$ cat src/logic/fetch_macros.svh
`ifndef FETCH_MACROS_SVH
`define FETCH_MACROS_SVH

`define VADDR_W      32
`define PADDR_W      16
`define PAGE_BITS    12
`define LINE_BYTES   16
`define LINE_OFF_W   4                                // byte offset within a line
`define LINE_W       (`LINE_BYTES * 8)
`define LADDR_W      (`VADDR_W - `LINE_OFF_W)         // virtual line address
`define VPN_W        (`VADDR_W - `PAGE_BITS)
`define PFN_W        (`PADDR_W - `PAGE_BITS)
`define PGLINE_W     (`PAGE_BITS - `LINE_OFF_W)       // line bits inside a page
`define PLINE_W      (`PADDR_W - `LINE_OFF_W)         // physical line address

// bit 0 of the line address picks the bank
`define ICACHE_SETS  16
`define INDEX_W      4
`define TAG_W        (`PLINE_W - `INDEX_W - 1)

`define TLB_ENTRIES  8
`define TLB_IDX_W    3

`define APB_DATA_W   32
`define BEATS        (`LINE_W / `APB_DATA_W)
`define BEAT_W       2

`endif

$ cat src/logic/fetch_pkg.sv
`default_nettype none

`include "fetch_macros.svh"

package fetch_pkg;

    typedef enum logic [1:0] {
        FAULT_NONE,
        FAULT_TLB_MISS,
        FAULT_NOT_PRESENT
    } fault_e;

    typedef enum logic [1:0] {
        ST_RUN,
        ST_FILL_EVEN,
        ST_FILL_ODD,
        ST_INSTALL
    } fill_state_e;

    typedef struct packed {
        logic                valid;
        logic [`LADDR_W-1:0] line;     // target line, vaddr[31:4]
    } redirect_t;

    typedef struct packed {
        logic              valid;
        logic              present;
        logic [`VPN_W-1:0] vpn;
        logic [`PFN_W-1:0] pfn;
    } tlb_entry_t;

    typedef struct packed {
        logic                  valid;
        logic [`TLB_IDX_W-1:0] idx;
        tlb_entry_t            entry;
    } tlb_wr_t;

    typedef struct packed {
        logic [`PFN_W-1:0] pfn;
        fault_e            fault;
    } tlb_rsp_t;

    typedef struct packed {
        logic                valid;
        logic [`INDEX_W-1:0] index;
        logic [`TAG_W-1:0]   tag;
        logic [`LINE_W-1:0]  line;
    } fill_t;

    typedef struct packed {
        logic                   psel;
        logic                   penable;
        logic                   pwrite;
        logic [`PADDR_W-1:0]    paddr;
        logic [`APB_DATA_W-1:0] pwdata;
    } apb_req_t;

    typedef struct packed {
        logic [`APB_DATA_W-1:0] prdata;
        logic                   pready;
        logic                   pslverr;
    } apb_rsp_t;

    // line_first sits at line_addr, line_second at line_addr + 1
    typedef struct packed {
        logic                valid;
        logic [`LADDR_W-1:0] line_addr;
        logic [`LINE_W-1:0]  line_first;
        logic [`LINE_W-1:0]  line_second;
        fault_e              fault_even;
        fault_e              fault_odd;
    } fetch_bundle_t;

endpackage

`default_nettype wire

$ cat src/logic/fip_select.sv
`timescale 1ns/10ps
`default_nettype none

`include "fetch_macros.svh"

module fip_select (
    input  wire                  clk_i,
    input  wire                  rst_n_i,
    input  fetch_pkg::redirect_t init_i,
    input  fetch_pkg::redirect_t resteer_i,
    input  fetch_pkg::redirect_t branch_i,
    input  wire                  advance_i,
    output logic [`LADDR_W-1:0]  line_even_o,
    output logic [`LADDR_W-1:0]  line_odd_o,
    output logic                 armed_o
);

    logic                redirect;
    logic [`LADDR_W-1:0] target;
    logic [`LADDR_W-1:0] target_next;

    // init wins over resteer, resteer over branch
    always_comb begin
        redirect = init_i.valid | resteer_i.valid | branch_i.valid;
        if (init_i.valid) begin
            target = init_i.line;
        end else if (resteer_i.valid) begin
            target = resteer_i.line;
        end else begin
            target = branch_i.line;
        end
        target_next = target + 1'b1;
    end

    //////////////////////////////////////////////////
    // pointer registers

    always_ff @(posedge clk_i or negedge rst_n_i) begin
        if (!rst_n_i) begin
            line_even_o <= '0;
            line_odd_o  <= '0;
            armed_o     <= 1'b0;
        end else if (redirect) begin    // redirect beats advance
            line_even_o <= target[0] ? target_next : target;
            line_odd_o  <= target[0] ? target : target_next;
            armed_o     <= 1'b1;
        end else if (advance_i) begin
            line_even_o <= line_even_o + 2'd2;
            line_odd_o  <= line_odd_o + 2'd2;
        end
    end

    // once armed the two pointers stay adjacent with fixed parity
    a_ptr_parity: assert property (
        @(posedge clk_i) disable iff (!rst_n_i)
        armed_o |-> (!line_even_o[0] && line_odd_o[0] &&
                     (line_even_o == line_odd_o + 1'b1 || line_odd_o == line_even_o + 1'b1))
    );

endmodule

`default_nettype wire

$ cat config.mk
export PLATFORM = sky130hd
export DESIGN_NAME = fip_select
export DESIGN_NICKNAME = d
export VERILOG_FILES = /design/src/logic/fetch_pkg.sv /design/src/logic/fip_select.sv
export VERILOG_INCLUDE_DIRS = /design/src /design/src/logic
export SDC_FILE = /design/constraint.sdc
export NUM_CORES = 1
export LEC_CHECK = 0
export ABC_AREA = 1
export BUFFER_PORTS_ARGS = -buffer_cell sky130_fd_sc_hd__clkbuf_2
export CAP_MARGIN = 5
export CORE_MARGIN = 1
export CORE_UTILIZATION = 55
export CTS_CLUSTER_DIAMETER = 120
export CTS_CLUSTER_SIZE = 24
export DETAILED_ROUTE_END_ITERATION = 6
export PLACE_DENSITY = 0.9
export SYNTH_ARGS = -nofsm -noshare
export SYNTH_HDL_FRONTEND = slang
export SYNTH_SLANG_ARGS = --single-unit
$ cat constraint.sdc
create_clock -name clk_i -period 3.8 [get_ports clk_i]
set_input_delay 0.95 -clock clk_i [delete_from_list [all_inputs] [get_ports clk_i]]
set_output_delay 0.95 -clock clk_i [all_outputs]
set_load 0.01 [all_outputs]
==> key figures, run 1 <==
STA
  – FMAX: 322 MHz
  – Final Max Tran Viols: 0
  – Final setup viols: 0
  – Final Cycle Share: 0.818
  – Setup TNS: 0 ps
  – Post-layout minimum cycle time: 3110 ps
  – Hold WS: 474 ps
  – Final Hold Viols: 0
  – RSZ-0062 raised after global routing: false
  – Worst-case clock skew: 15.6 ps
  – Post-route worst setup slack: 692 ps
  – Actual slew at the worst max-slew pin: 892 ps
  – Worst slew margin: 0.400

Drt
  – DRT antenna net count: 0
  – Detailed-route via count: 7,116
  – Final wirelength: 19,300 um
  – DR DRC count: 0
  – DR pass1 iterations: 7
  – Vias per cell: 5.75
  – Initial DRC count: 791
  – Wire per inst: 15.6 um

Logic synthesis
  – EDFF count, synth: 0
  – Synth cell types: 46
  – Mapped Area: 5850 um2
  – Synth Net Count: 1,075
  – Most frequent cell after synthesis: nand2_1
  – Syn Area/Cell: 5.96 um2
  – Main synth FF type: dfrtp_1
  – Post-synth top cells: 314 x nand2_1, 113 x nor2_1, 81 x inv_1
  – Yosys reg bits: 56
  – Sequential element share of the synthesized area: 0.240
  – Share of the synthesized area in the top cell type: 0.240
  – Syn Inst Count: 981
  – Synth Warn #: 0
  – Synth area leaders: dfrtp_1 24%, nand2_1 20%, nor2_1 7.3%, nand3_1 6.6%, a21oi_1 6.4%
  – Ys async rst share: 1.00
  – Post-synth top area cell: dfrtp_1

Die
  – Initial Util: 0.566
  – DIE WIDTH: 105 um
  – Core ar.: 10,300 um2
  – Die ar.: 11,000 um2
  – Std-Cell Rows: 37
  – IO Pins: 147
  – Die height: 105 um

Power
  – Pwr/cell area: 287 nW/um2
  – Total Power: 1.91 mW
  – VDD IR-drop max: 0.210 mV
  – Leak: 3.37 nW

Clock tree
  – Clock Latency Late Sink: 320 ps
  – Clock Tree Root: clkbuf_8
  – Clk sinks: 56
  – # hold bufs at CTS: 0
  – H-tree level count: 2
  – PostCTS Resize Cnt: 0
  – CTS tree: done
  – Register clock-pin slew on the reported worst setup and hold paths: 110 ps
  – # Post-CTS Setup Buffers: 0
  – Clock Tree Buf Depth: 2
  – TritonCTS buffer count: 5

Layout
  – Share of layout cells above drive strength 1: 0.198
  – Finished Layout Cells: 1,237
  – Fin nets: 1,194
  – Design Area, Final: 6640 um2
  – Area occupied by multi-input gates: 3840 um2
  – Core Util, Final: 0.643
  – Ant diodes: 0
  – Area taken by flip-flops and latches: 1400 um2
  – Fill cell count: 1,003
  – Area Overhead vs Synth: 13.6%

Critical path
  – CP Capture Type: register
  – Startpoint Class: primary input
  – Critical path class: primary input to register
  – R2R setup slack: 1410 ps
  – CP arrival: 3330 ps
  – Critical path fanouts, max: 30
  – CP required: 4020 ps

Global route
  – GRT Total Usage: 0.355
  – Largest net degree at the start of global routing: 62
  – Vias in the first global route: 6,391
  – First-pass GRT wire length: 31,400 um
  – GR Overflow Total: 0
  – Initial antenna violation count: 0

Placed design
  – DP Area: 6550 um2
  – PortBufs: 145
  – DP HPWL: 15,100 um
  – RePlAce Congestion: 0.977
  – Cell Count Post-Placement: 1,229
  – Setup WS pre-CTS: 363 ps

Hold path
  – Tightest Hold Check Type: register to register

Outcome
  – Status: finished clean

Job
  – Number of max-cap violations: 0
==> cells by family (layout without fill, tap and decap cells) <==
| family | count (synthesis) | in the layout | synth area share |
|---|---|---|---|
| xor gates and xnor gates | 28 | 28 | 0.0420 |
| adders and majority gates | 4 | 4 | 0.00856 |
| AOI/OAI and AO/OA | 163 | 163 | 0.157 |
| other | 1 | 1 | 0.000642 |
| DFF | 56 | 56 | 0.240 |
| buffers and inverters | 130 | 250 | 0.103 |
| and+or+nand+nor | 599 | 599 | 0.449 |
==> registers in the layout (all words and copies together) (netlist names) <==
register,count
armed_o,1
line_odd_o,28
line_even_o,27
==> area by class of cell <==
| cell class | instances | area share |
|---|---|---|
| repair buffers | 155 | 0.121 |
| inverters | 87 | 0.0499 |
| well taps | 136 | 0.0256 |
| multi-input cells | 795 | 0.579 |
| clock buffers | 7 | 0.0130 |
| clock inverters | 1 | 0.00113 |
| flip-flops and latches | 56 | 0.211 |
==> final timing paths <==
check / startpoint / to / cells past startpoint
max in group asynchronous: rst_n_i / line_odd_o[12]$_DFFE_PN0N_ / 2
worst min register to register: armed_o$_DFFE_PN0N_ / armed_o$_DFFE_PN0N_ / 1
worst min-delay path: armed_o$_DFFE_PN0N_ / armed_o$_DFFE_PN0N_ / 1
worst max register to register: line_even_o[1]$_DFFE_PN0N_ / line_even_o[17]$_DFFE_PN0N_ / 12
worst max-delay path: resteer_i[28] / line_odd_o[14]$_DFFE_PN0N_ / 14
min in group asynchronous: rst_n_i / line_odd_o[4]$_DFFE_PN0N_ / 1
==> power breakdown <==
group	total (mW)	internal [mW]	switching [mW]
sequential	0.815	0.674	0.141
combinational	0.736	0.261	0.475
clock	0.354	0.149	0.205
==> cells in the final DEF (no fill, tap or decap), drive strengths merged, types with 4 or more instances in the layout <==
cell type	synthesis	final
o221ai	6	6
buf	23	10
nand2	323	323
inv	87	87
a21oi	77	77
a31oi	9	9
nor2	123	123
xor2	22	22
nand3	81	81
ha	4	4
or2	19	19
o211ai	8	8
o21ai	51	51
dfrtp	56	56
nand4	22	22
nor3	25	25
xnor2	6	6
a22oi	4	4
clkbuf	20	152
==> worst max-delay path, stage by stage <==
cell,delay [ps]
clkbuf_2,190
inv_4,270
nor2_1,70
nor2_1,80
nand2_1,90
o21ai_4,270
ha_1,370
nand3_1,120
nor2_2,200
nand2_1,150
o21ai_0,280
nand3_1,110
a21oi_1,140
nor2_1,50
==> routing by layer <==
layer  wire length [um]  up-vias  GRT usage
met3               2260       63     0.0749
li1                   -     3440          -
met5                  0        -          0
met2               8330      462      0.558
met4                725        0      0.140
met1               7980     3151      0.475
Power figures use the tool's default switching activity.
==> run 2, diff against run 1 <==
clock period = 2.9 ns   (was 3.8 ns; I/O delays follow)
==> run 2 against run 1 <==
Effect of this change: the flow now finishes with violations (design-rule violations); sequential share of layout area shrank 0.34 points; register-to-register slack lost 890 ps; critical path depth is the same; clock power grew 32%; setup slack lost 270 ps; total power grew 32%; first-iteration DRC count grew 3.4%; combinational power grew 34%; global-route usage shrank 0.22 points; final cell count grew 0.65%; flip-flop and latch count is the same; clock skew shrank 3.1 ps; critical path type unchanged; largest cell class unchanged.
==> key figures, run 2 (synthesis results as in run 1) <==
Clock tree
  – Clock Tree Root: clkbuf_8
  – # Post-CTS Setup Buffers: 0 (unchanged)
  – TritonCTS buffer count: 5 (unchanged)
  – Clock Latency Late Sink: 310 ps (about the same)
  – # hold bufs at CTS: 0 (unchanged)
  – H-tree level count: 2 (unchanged)
  – Clock Tree Buf Depth: 2 (unchanged)
  – Clk sinks: 56 (unchanged)
  – PostCTS Resize Cnt: 0 (unchanged)
  – CTS tree: done
  – Register clock-pin slew on the reported worst setup and hold paths: 100 ps (about the same)

Layout
  – Fin nets: 1,203 (+0.75%)
  – Max FFs per register: 28 (unchanged)
  – Most frequent cells in the layout: 314 x nand2_1, 145 x clkbuf_2, 113 x nor2_1
  – Most common cell after layout, fill and taps aside: nand2_1
  – Design Area, Final: 6750 um2 (+1.6%)
  – Share of layout cells above drive strength 1: 0.205 (+0.00669)
  – Biggest regs: line_odd_o x28, line_even_o x27, armed_o x1
  – Area occupied by multi-input gates: 3840 um2 (unchanged)
  – Fill cell count: 1,000 (-0.30%)
  – Top reg by flops: line_odd_o
  – Ant diodes: 0 (unchanged)
  – Core Util, Final: 0.654 (+0.0104)
  – Area Overhead vs Synth: 15.5%
  – Area taken by flip-flops and latches: 1400 um2 (unchanged)

STA
  – Post-route worst setup slack: 421 ps (-271 ps)
  – Setup TNS: 0 ps (unchanged)
  – Actual slew at the worst max-slew pin: 803 ps (-89.3 ps)
  – Worst-case clock skew: 12.5 ps (-3.10 ps)
  – FMAX: 403 MHz
  – RSZ-0062 raised after global routing: false
  – Final setup viols: 0 (unchanged)
  – Final Cycle Share: 0.855
  – Final Max Tran Viols: 0 (unchanged)
  – Post-layout minimum cycle time: 2480 ps
  – Worst slew margin: 0.464 (+0.0641)
  – Final Hold Viols: 0 (unchanged)

Critical path
  – CP Capture Type: register
  – R2R Path End: line_even_o[17]$_DFFE_PN0N_
  – R2R setup slack: 520 ps (-890 ps)
  – Critical path fanouts, max: 11 (-63%)
  – Startpoint Class: primary input
  – CP arrival: 2680 ps (-650 ps)
  – CP required: 3100 ps (-920 ps)
  – Reg-to-reg startpoint: line_even_o[1]$_DFFE_PN0N_
  – Critical path class: primary input to register
  – R2R cell count: 11 (-1)

Drt
  – Final wirelength: 19,200 um (-0.75%)
  – Met3 Routed Length: 2250 um (-0.62%)
  – Vias per cell: 5.70 (-0.98%)
  – Wire per inst: 15.4 um (-1.4%)
  – WL met1: 7930 um (-0.68%)
  – DR pass1 iterations: 7 (unchanged)
  – Top sig layer: met5
  – Met2 Wirelength: 8390 um (+0.76%)
  – DRT antenna net count: 0 (unchanged)
  – DR DRC count: 1 (+1)
  – Detailed-route via count: 7,092 (-0.34%)
  – Initial DRC count: 818 (+3.4%)

Global route
  – First-pass GRT wire length: 31,300 um (-0.31%)
  – GR Overflow Total: 0 (unchanged)
  – GRT Total Usage: 0.353 (-0.00222)
  – Vias in the first global route: 6,413 (+0.34%)
  – Initial antenna violation count: 1 (+1)
  – Largest net degree at the start of global routing: 62 (unchanged)

Outcome
  – Failing checks: design-rule violations
  – Status: finished, violations left

Hold path
  – Tightest Hold Check Type: primary input to async pin

Placed design
  – DP Area: 6650 um2 (+1.6%)
  – RePlAce Congestion: 0.981 (+0.46%)
  – Setup WS pre-CTS: 151 ps (-212 ps)
  – DP HPWL: 15,100 um (about the same)
  – PortBufs: 145 (unchanged)

Die
  – Initial Util: 0.566 (unchanged)
  – Std-Cell Rows: 37 (unchanged)
  – DIE WIDTH: 105 um (unchanged)
  – Core ar.: 10,300 um2 (unchanged)
  – IO Pins: 147 (unchanged)
  – Die height: 105 um (unchanged)
  – Die ar.: 11,000 um2 (unchanged)

Job
  – Number of max-cap violations: 0 (unchanged)

Power
  – Pwr/cell area: 373 nW/um2 (+30%)
  – Leak: 3.43 nW (+1.8%)
  – VDD IR-drop max: 0.232 mV (+11%)
-- run 2: cell types whose count changed in the layout (fill, tap and decap cells not counted), sizes merged --
cell / previous run / this run
clkinvlp: 1 / 0
buf: 10 / 19
-- run 2: layout make-up --
type / instances / area share
multi-input combinational: 795 / 0.570
timing repair buffer: 164 / 0.134
tap: 136 / 0.0252
inverter: 87 / 0.0491
clock buffer: 7 / 0.0143
sequential: 56 / 0.208
-- run 2: worst max-delay path, cell delays in order --
cell	delay [ps]
clkbuf_2	190
inv_4	140
nor2_1	50
nor2_1	80
nand2_1	90
o21ai_4	100
ha_1	280
nand3_1	130
nor2_2	190
nand2_1	140
o21ai_0	250
nand3_1	130
a21oi_1	140
nor2_1	50
-- run 2: worst max path at each step --
stage,from,end,slack (ps),cells after the start
floorplan,init_i[28],line_odd_o[14]$_DFFE_PN0N_,80,14
global placement,resteer_i[28],line_even_o[12]$_DFFE_PN0N_,200,14
detailed placement,resteer_i[28],line_odd_o[14]$_DFFE_PN0N_,150,14
CTS,resteer_i[28],line_odd_o[14]$_DFFE_PN0N_,470,14
global route,resteer_i[28],line_odd_o[14]$_DFFE_PN0N_,140,14
finish,resteer_i[28],line_odd_o[14]$_DFFE_PN0N_,420,14
-- run 2: metal layers --
metal	GRT usage	up-vias
li1	-	3449
met1	0.480	3121
met2	0.559	471
met3	0.0618	49
met4	0.131	2
met5	0	-
-- run 2: per-stage QoR --
step	total power, mW	std cells	hold slack (ps)
floorplan	1.64	981	429
global placement	2.02	1238	449
detailed placement	2.04	1238	458
CTS	2.49	1245	476
global route	2.67	1245	507
finish	2.52	1245	443
-- run 2: power breakdown --
group | internal [mW] | switching (mW) | total (mW)
Sequential | 0.883 | 0.178 | 1.06
Clock | 0.214 | 0.254 | 0.467
Combinational | 0.360 | 0.627 | 0.988
==> run 3, diff against run 2 <==
ABC_AREA = 0   (was 1)
CORE_UTILIZATION = 52   (was 55)
==> run 3 against run 2 <==
Effect of this change: the run now ends clean; largest power group unchanged; utilization increased by 2.8 points; critical path type unchanged; clock power grew 8.4%; largest cell class unchanged; combinational power shrank 29%.
==> key figures, run 3 <==
Logic synthesis
  – Mapped Area: 4480 um2 (-23%)
  – Most frequent cell after synthesis: nand2_1
  – Sequential element share of the synthesized area: 0.313 (+0.0730)
  – Main synth FF type: dfrtp_1
  – Ys async rst share: 1.00 (unchanged)
  – Share of the synthesized area in the top cell type: 0.313 (+0.0730)
  – Synth Net Count: 607 (-44%)
  – EDFF count, synth: 0 (unchanged)
  – Post-synth top cells: 83 x nand2_1, 56 x dfrtp_1, 52 x xnor2_1
  – Yosys reg bits: 56 (unchanged)
  – Synth Warn #: 0 (unchanged)
  – Post-synth top area cell: dfrtp_1
  – Synth cell types: 50 (+8.7%)
  – Syn Inst Count: 513 (-48%)
  – Synth area leaders: dfrtp_1 31%, xnor2_1 10%, xor2_1 7.0%, nand2_1 7.0%, mux2i_1 6.5%
  – Syn Area/Cell: 8.73 um2 (+47%)

STA
  – Setup TNS: 0 ps (unchanged)
  – Post-route worst setup slack: 368 ps (-52.6 ps)
  – RSZ-0062 raised after global routing: false
  – Worst-case clock skew: 3.85 ps (-8.67 ps)
  – Final Cycle Share: 0.873 (+0.0181)
  – Final Max Tran Viols: 0 (unchanged)
  – Final setup viols: 0 (unchanged)
  – Final Hold Viols: 0 (unchanged)
  – Worst slew margin: 0.534 (+0.0698)
  – Hold WS: 497 ps (+54.5 ps)
  – FMAX: 395 MHz (-2.1%)
  – Actual slew at the worst max-slew pin: 700 ps (-104 ps)
  – Post-layout minimum cycle time: 2530 ps (+52.6 ps)

Layout
  – Fin nets: 772 (-36%)
  – Area taken by flip-flops and latches: 1400 um2 (unchanged)
  – Max FFs per register: 28 (unchanged)
  – Design Area, Final: 5630 um2 (-17%)
  – Most frequent cells in the layout: 145 x clkbuf_2, 83 x nand2_1, 56 x dfrtp_1
  – Top reg by flops: line_odd_o
  – Most common cell after layout, fill and taps aside: clkbuf_2
  – Area Overhead vs Synth: 25.6%
  – Area occupied by multi-input gates: 2940 um2 (-24%)
  – Fill cell count: 649 (-35%)
  – Biggest regs: line_odd_o x28, line_even_o x27, armed_o x1
  – Share of layout cells above drive strength 1: 0.330 (+0.125)
  – Ant diodes: 0 (unchanged)

Placed design
  – Setup WS pre-CTS: 31.6 ps (-119 ps)
  – RePlAce Congestion: 1.01 (+2.5%)
  – DP Area: 5520 um2 (-17%)
  – PortBufs: 145 (unchanged)
  – DP HPWL: 10,200 um (-32%)

Drt
  – Detailed-route via count: 4,394 (-38%)
  – DR pass1 iterations: 5 (-2)
  – Final wirelength: 12,800 um (-33%)
  – Wire per inst: 16.3 um (+6.0%)
  – DR DRC count: 0 (-1)
  – Initial DRC count: 323 (-61%)
  – DRT antenna net count: 0 (unchanged)
  – Vias per cell: 5.60 (-1.6%)

Die
  – Core ar.: 8260 um2 (-20%)
  – Initial Util: 0.543 (-0.0237)
  – Die height: 94.8 um (-9.8%)
  – Die ar.: 8990 um2 (-19%)
  – Std-Cell Rows: 33 (-11%)
  – IO Pins: 147 (unchanged)
  – DIE WIDTH: 94.8 um (-9.8%)

Global route
  – GRT Total Usage: 0.296 (-0.0565)
  – Vias in the first global route: 4,303 (-33%)
  – First-pass GRT wire length: 20,600 um (-34%)
  – Initial antenna violation count: 0 (-1)
  – Largest net degree at the start of global routing: 77 (+24%)
  – GR Overflow Total: 0 (unchanged)

Hold path
  – Tightest Hold Check Type: register to register
  – Min-delay src: line_odd_o[0]$_DFFE_PN0P_

Power
  – Leak: 2.49 nW (-27%)
  – Total Power: 2.19 mW (-13%)
  – VDD IR-drop max: 0.178 mV (-23%)
  – Pwr/cell area: 389 nW/um2 (+4.4%)

Critical path
  – CP Capture Type: register
  – CP required: 3090 ps (about the same)
  – CP arrival: 2720 ps (+40 ps)
  – Reg-to-reg startpoint: line_even_o[8]$_DFFE_PN0N_
  – Critical path fanouts, max: 7 (-4)
  – Critical Path Source: resteer_i[28]
  – Startpoint Class: primary input
  – Critical path class: primary input to register

Clock tree
  – Clock Latency Late Sink: 310 ps (about the same)
  – Register clock-pin slew on the reported worst setup and hold paths: 100 ps (about the same)
  – PostCTS Resize Cnt: 0 (unchanged)
  – CTS tree: done
  – # hold bufs at CTS: 0 (unchanged)
  – TritonCTS buffer count: 5 (unchanged)
  – Clk sinks: 56 (unchanged)
  – Clock Tree Buf Depth: 2 (unchanged)
  – H-tree level count: 2 (unchanged)
  – Clock Tree Root: clkbuf_8
  – # Post-CTS Setup Buffers: 0 (unchanged)

Outcome
  – Status: finished clean

Job
  – Number of max-cap violations: 0 (unchanged)
[run 3: area by class of cell]
class,instances,area share
Sequential cell,56,0.249
Clock inverter,2,0.00623
Clock buffer,6,0.0129
Tap cell,105,0.0233
Multi-Input combinational cell,431,0.522
Inverter,2,0.00156
Timing Repair Buffer,182,0.185
[run 3: cells by family (layout without fill, tap and decap cells)]
logic type	after synthesis	in the layout	share of synthesized area
and+or+nand+nor	217	217	0.268
xor gates and xnor gates	88	88	0.172
AOI/OAI and AO/OA	74	74	0.0877
DFF	56	56	0.313
muxes	47	47	0.112
buffers and inverters	26	192	0.0355
adders and majority gates	4	4	0.0112
other	1	1	0.000837
[run 3: where the power goes]
| part | internal [mW] | switching, mW | leakage (nW) |
|---|---|---|---|
| Combinational | 0.328 | 0.376 | 1.77 |
| Sequential | 0.866 | 0.115 | 0.659 |
| Clock | 0.257 | 0.249 | 0.0552 |
[run 3: metrics by stage]
stage          cells  utilization
2_1_floorplan    513            -
3_3_place_gp     776        0.668
3_5_place_dp     776        0.668
4_1_cts          784        0.681
5_1_grt          784        0.681
6_report         784        0.681
[run 3: final timing paths]
kind | to | cells past startpoint | slack [ps]
max reg2reg | line_even_o[23]$_DFFE_PN0N_ | 7 | 640
min | line_odd_o[0]$_DFFE_PN0P_ | 1 | 500
max in group asynchronous | line_even_o[11]$_DFFE_PN0N_ | 2 | 1900
min reg2reg | line_odd_o[0]$_DFFE_PN0P_ | 1 | 500
max | line_even_o[8]$_DFFE_PN0N_ | 11 | 370
min in group asynchronous | line_even_o[7]$_DFFE_PN0N_ | 2 | 530
[run 3: critical path, cell delays in order]
cell,delay [ps]
clkbuf_2,180
mux2i_1,160
o21a_1,190
inv_1,80
ha_2,220
nor3b_4,350
buf_4,190
nand2_1,60
or3_1,330
xnor2_1,140
o21ai_1,80
[run 3: per-layer routing]
| layer | track usage | routed length (um) | vias up |
|---|---|---|---|
| met3 | 0.0459 | 955 | 29 |
| met1 | 0.400 | 5450 | 2006 |
| met4 | 0.115 | 331 | 0 |
| li1 | - | - | 2122 |
| met2 | 0.475 | 6040 | 237 |
| met5 | 0 | 0 | - |
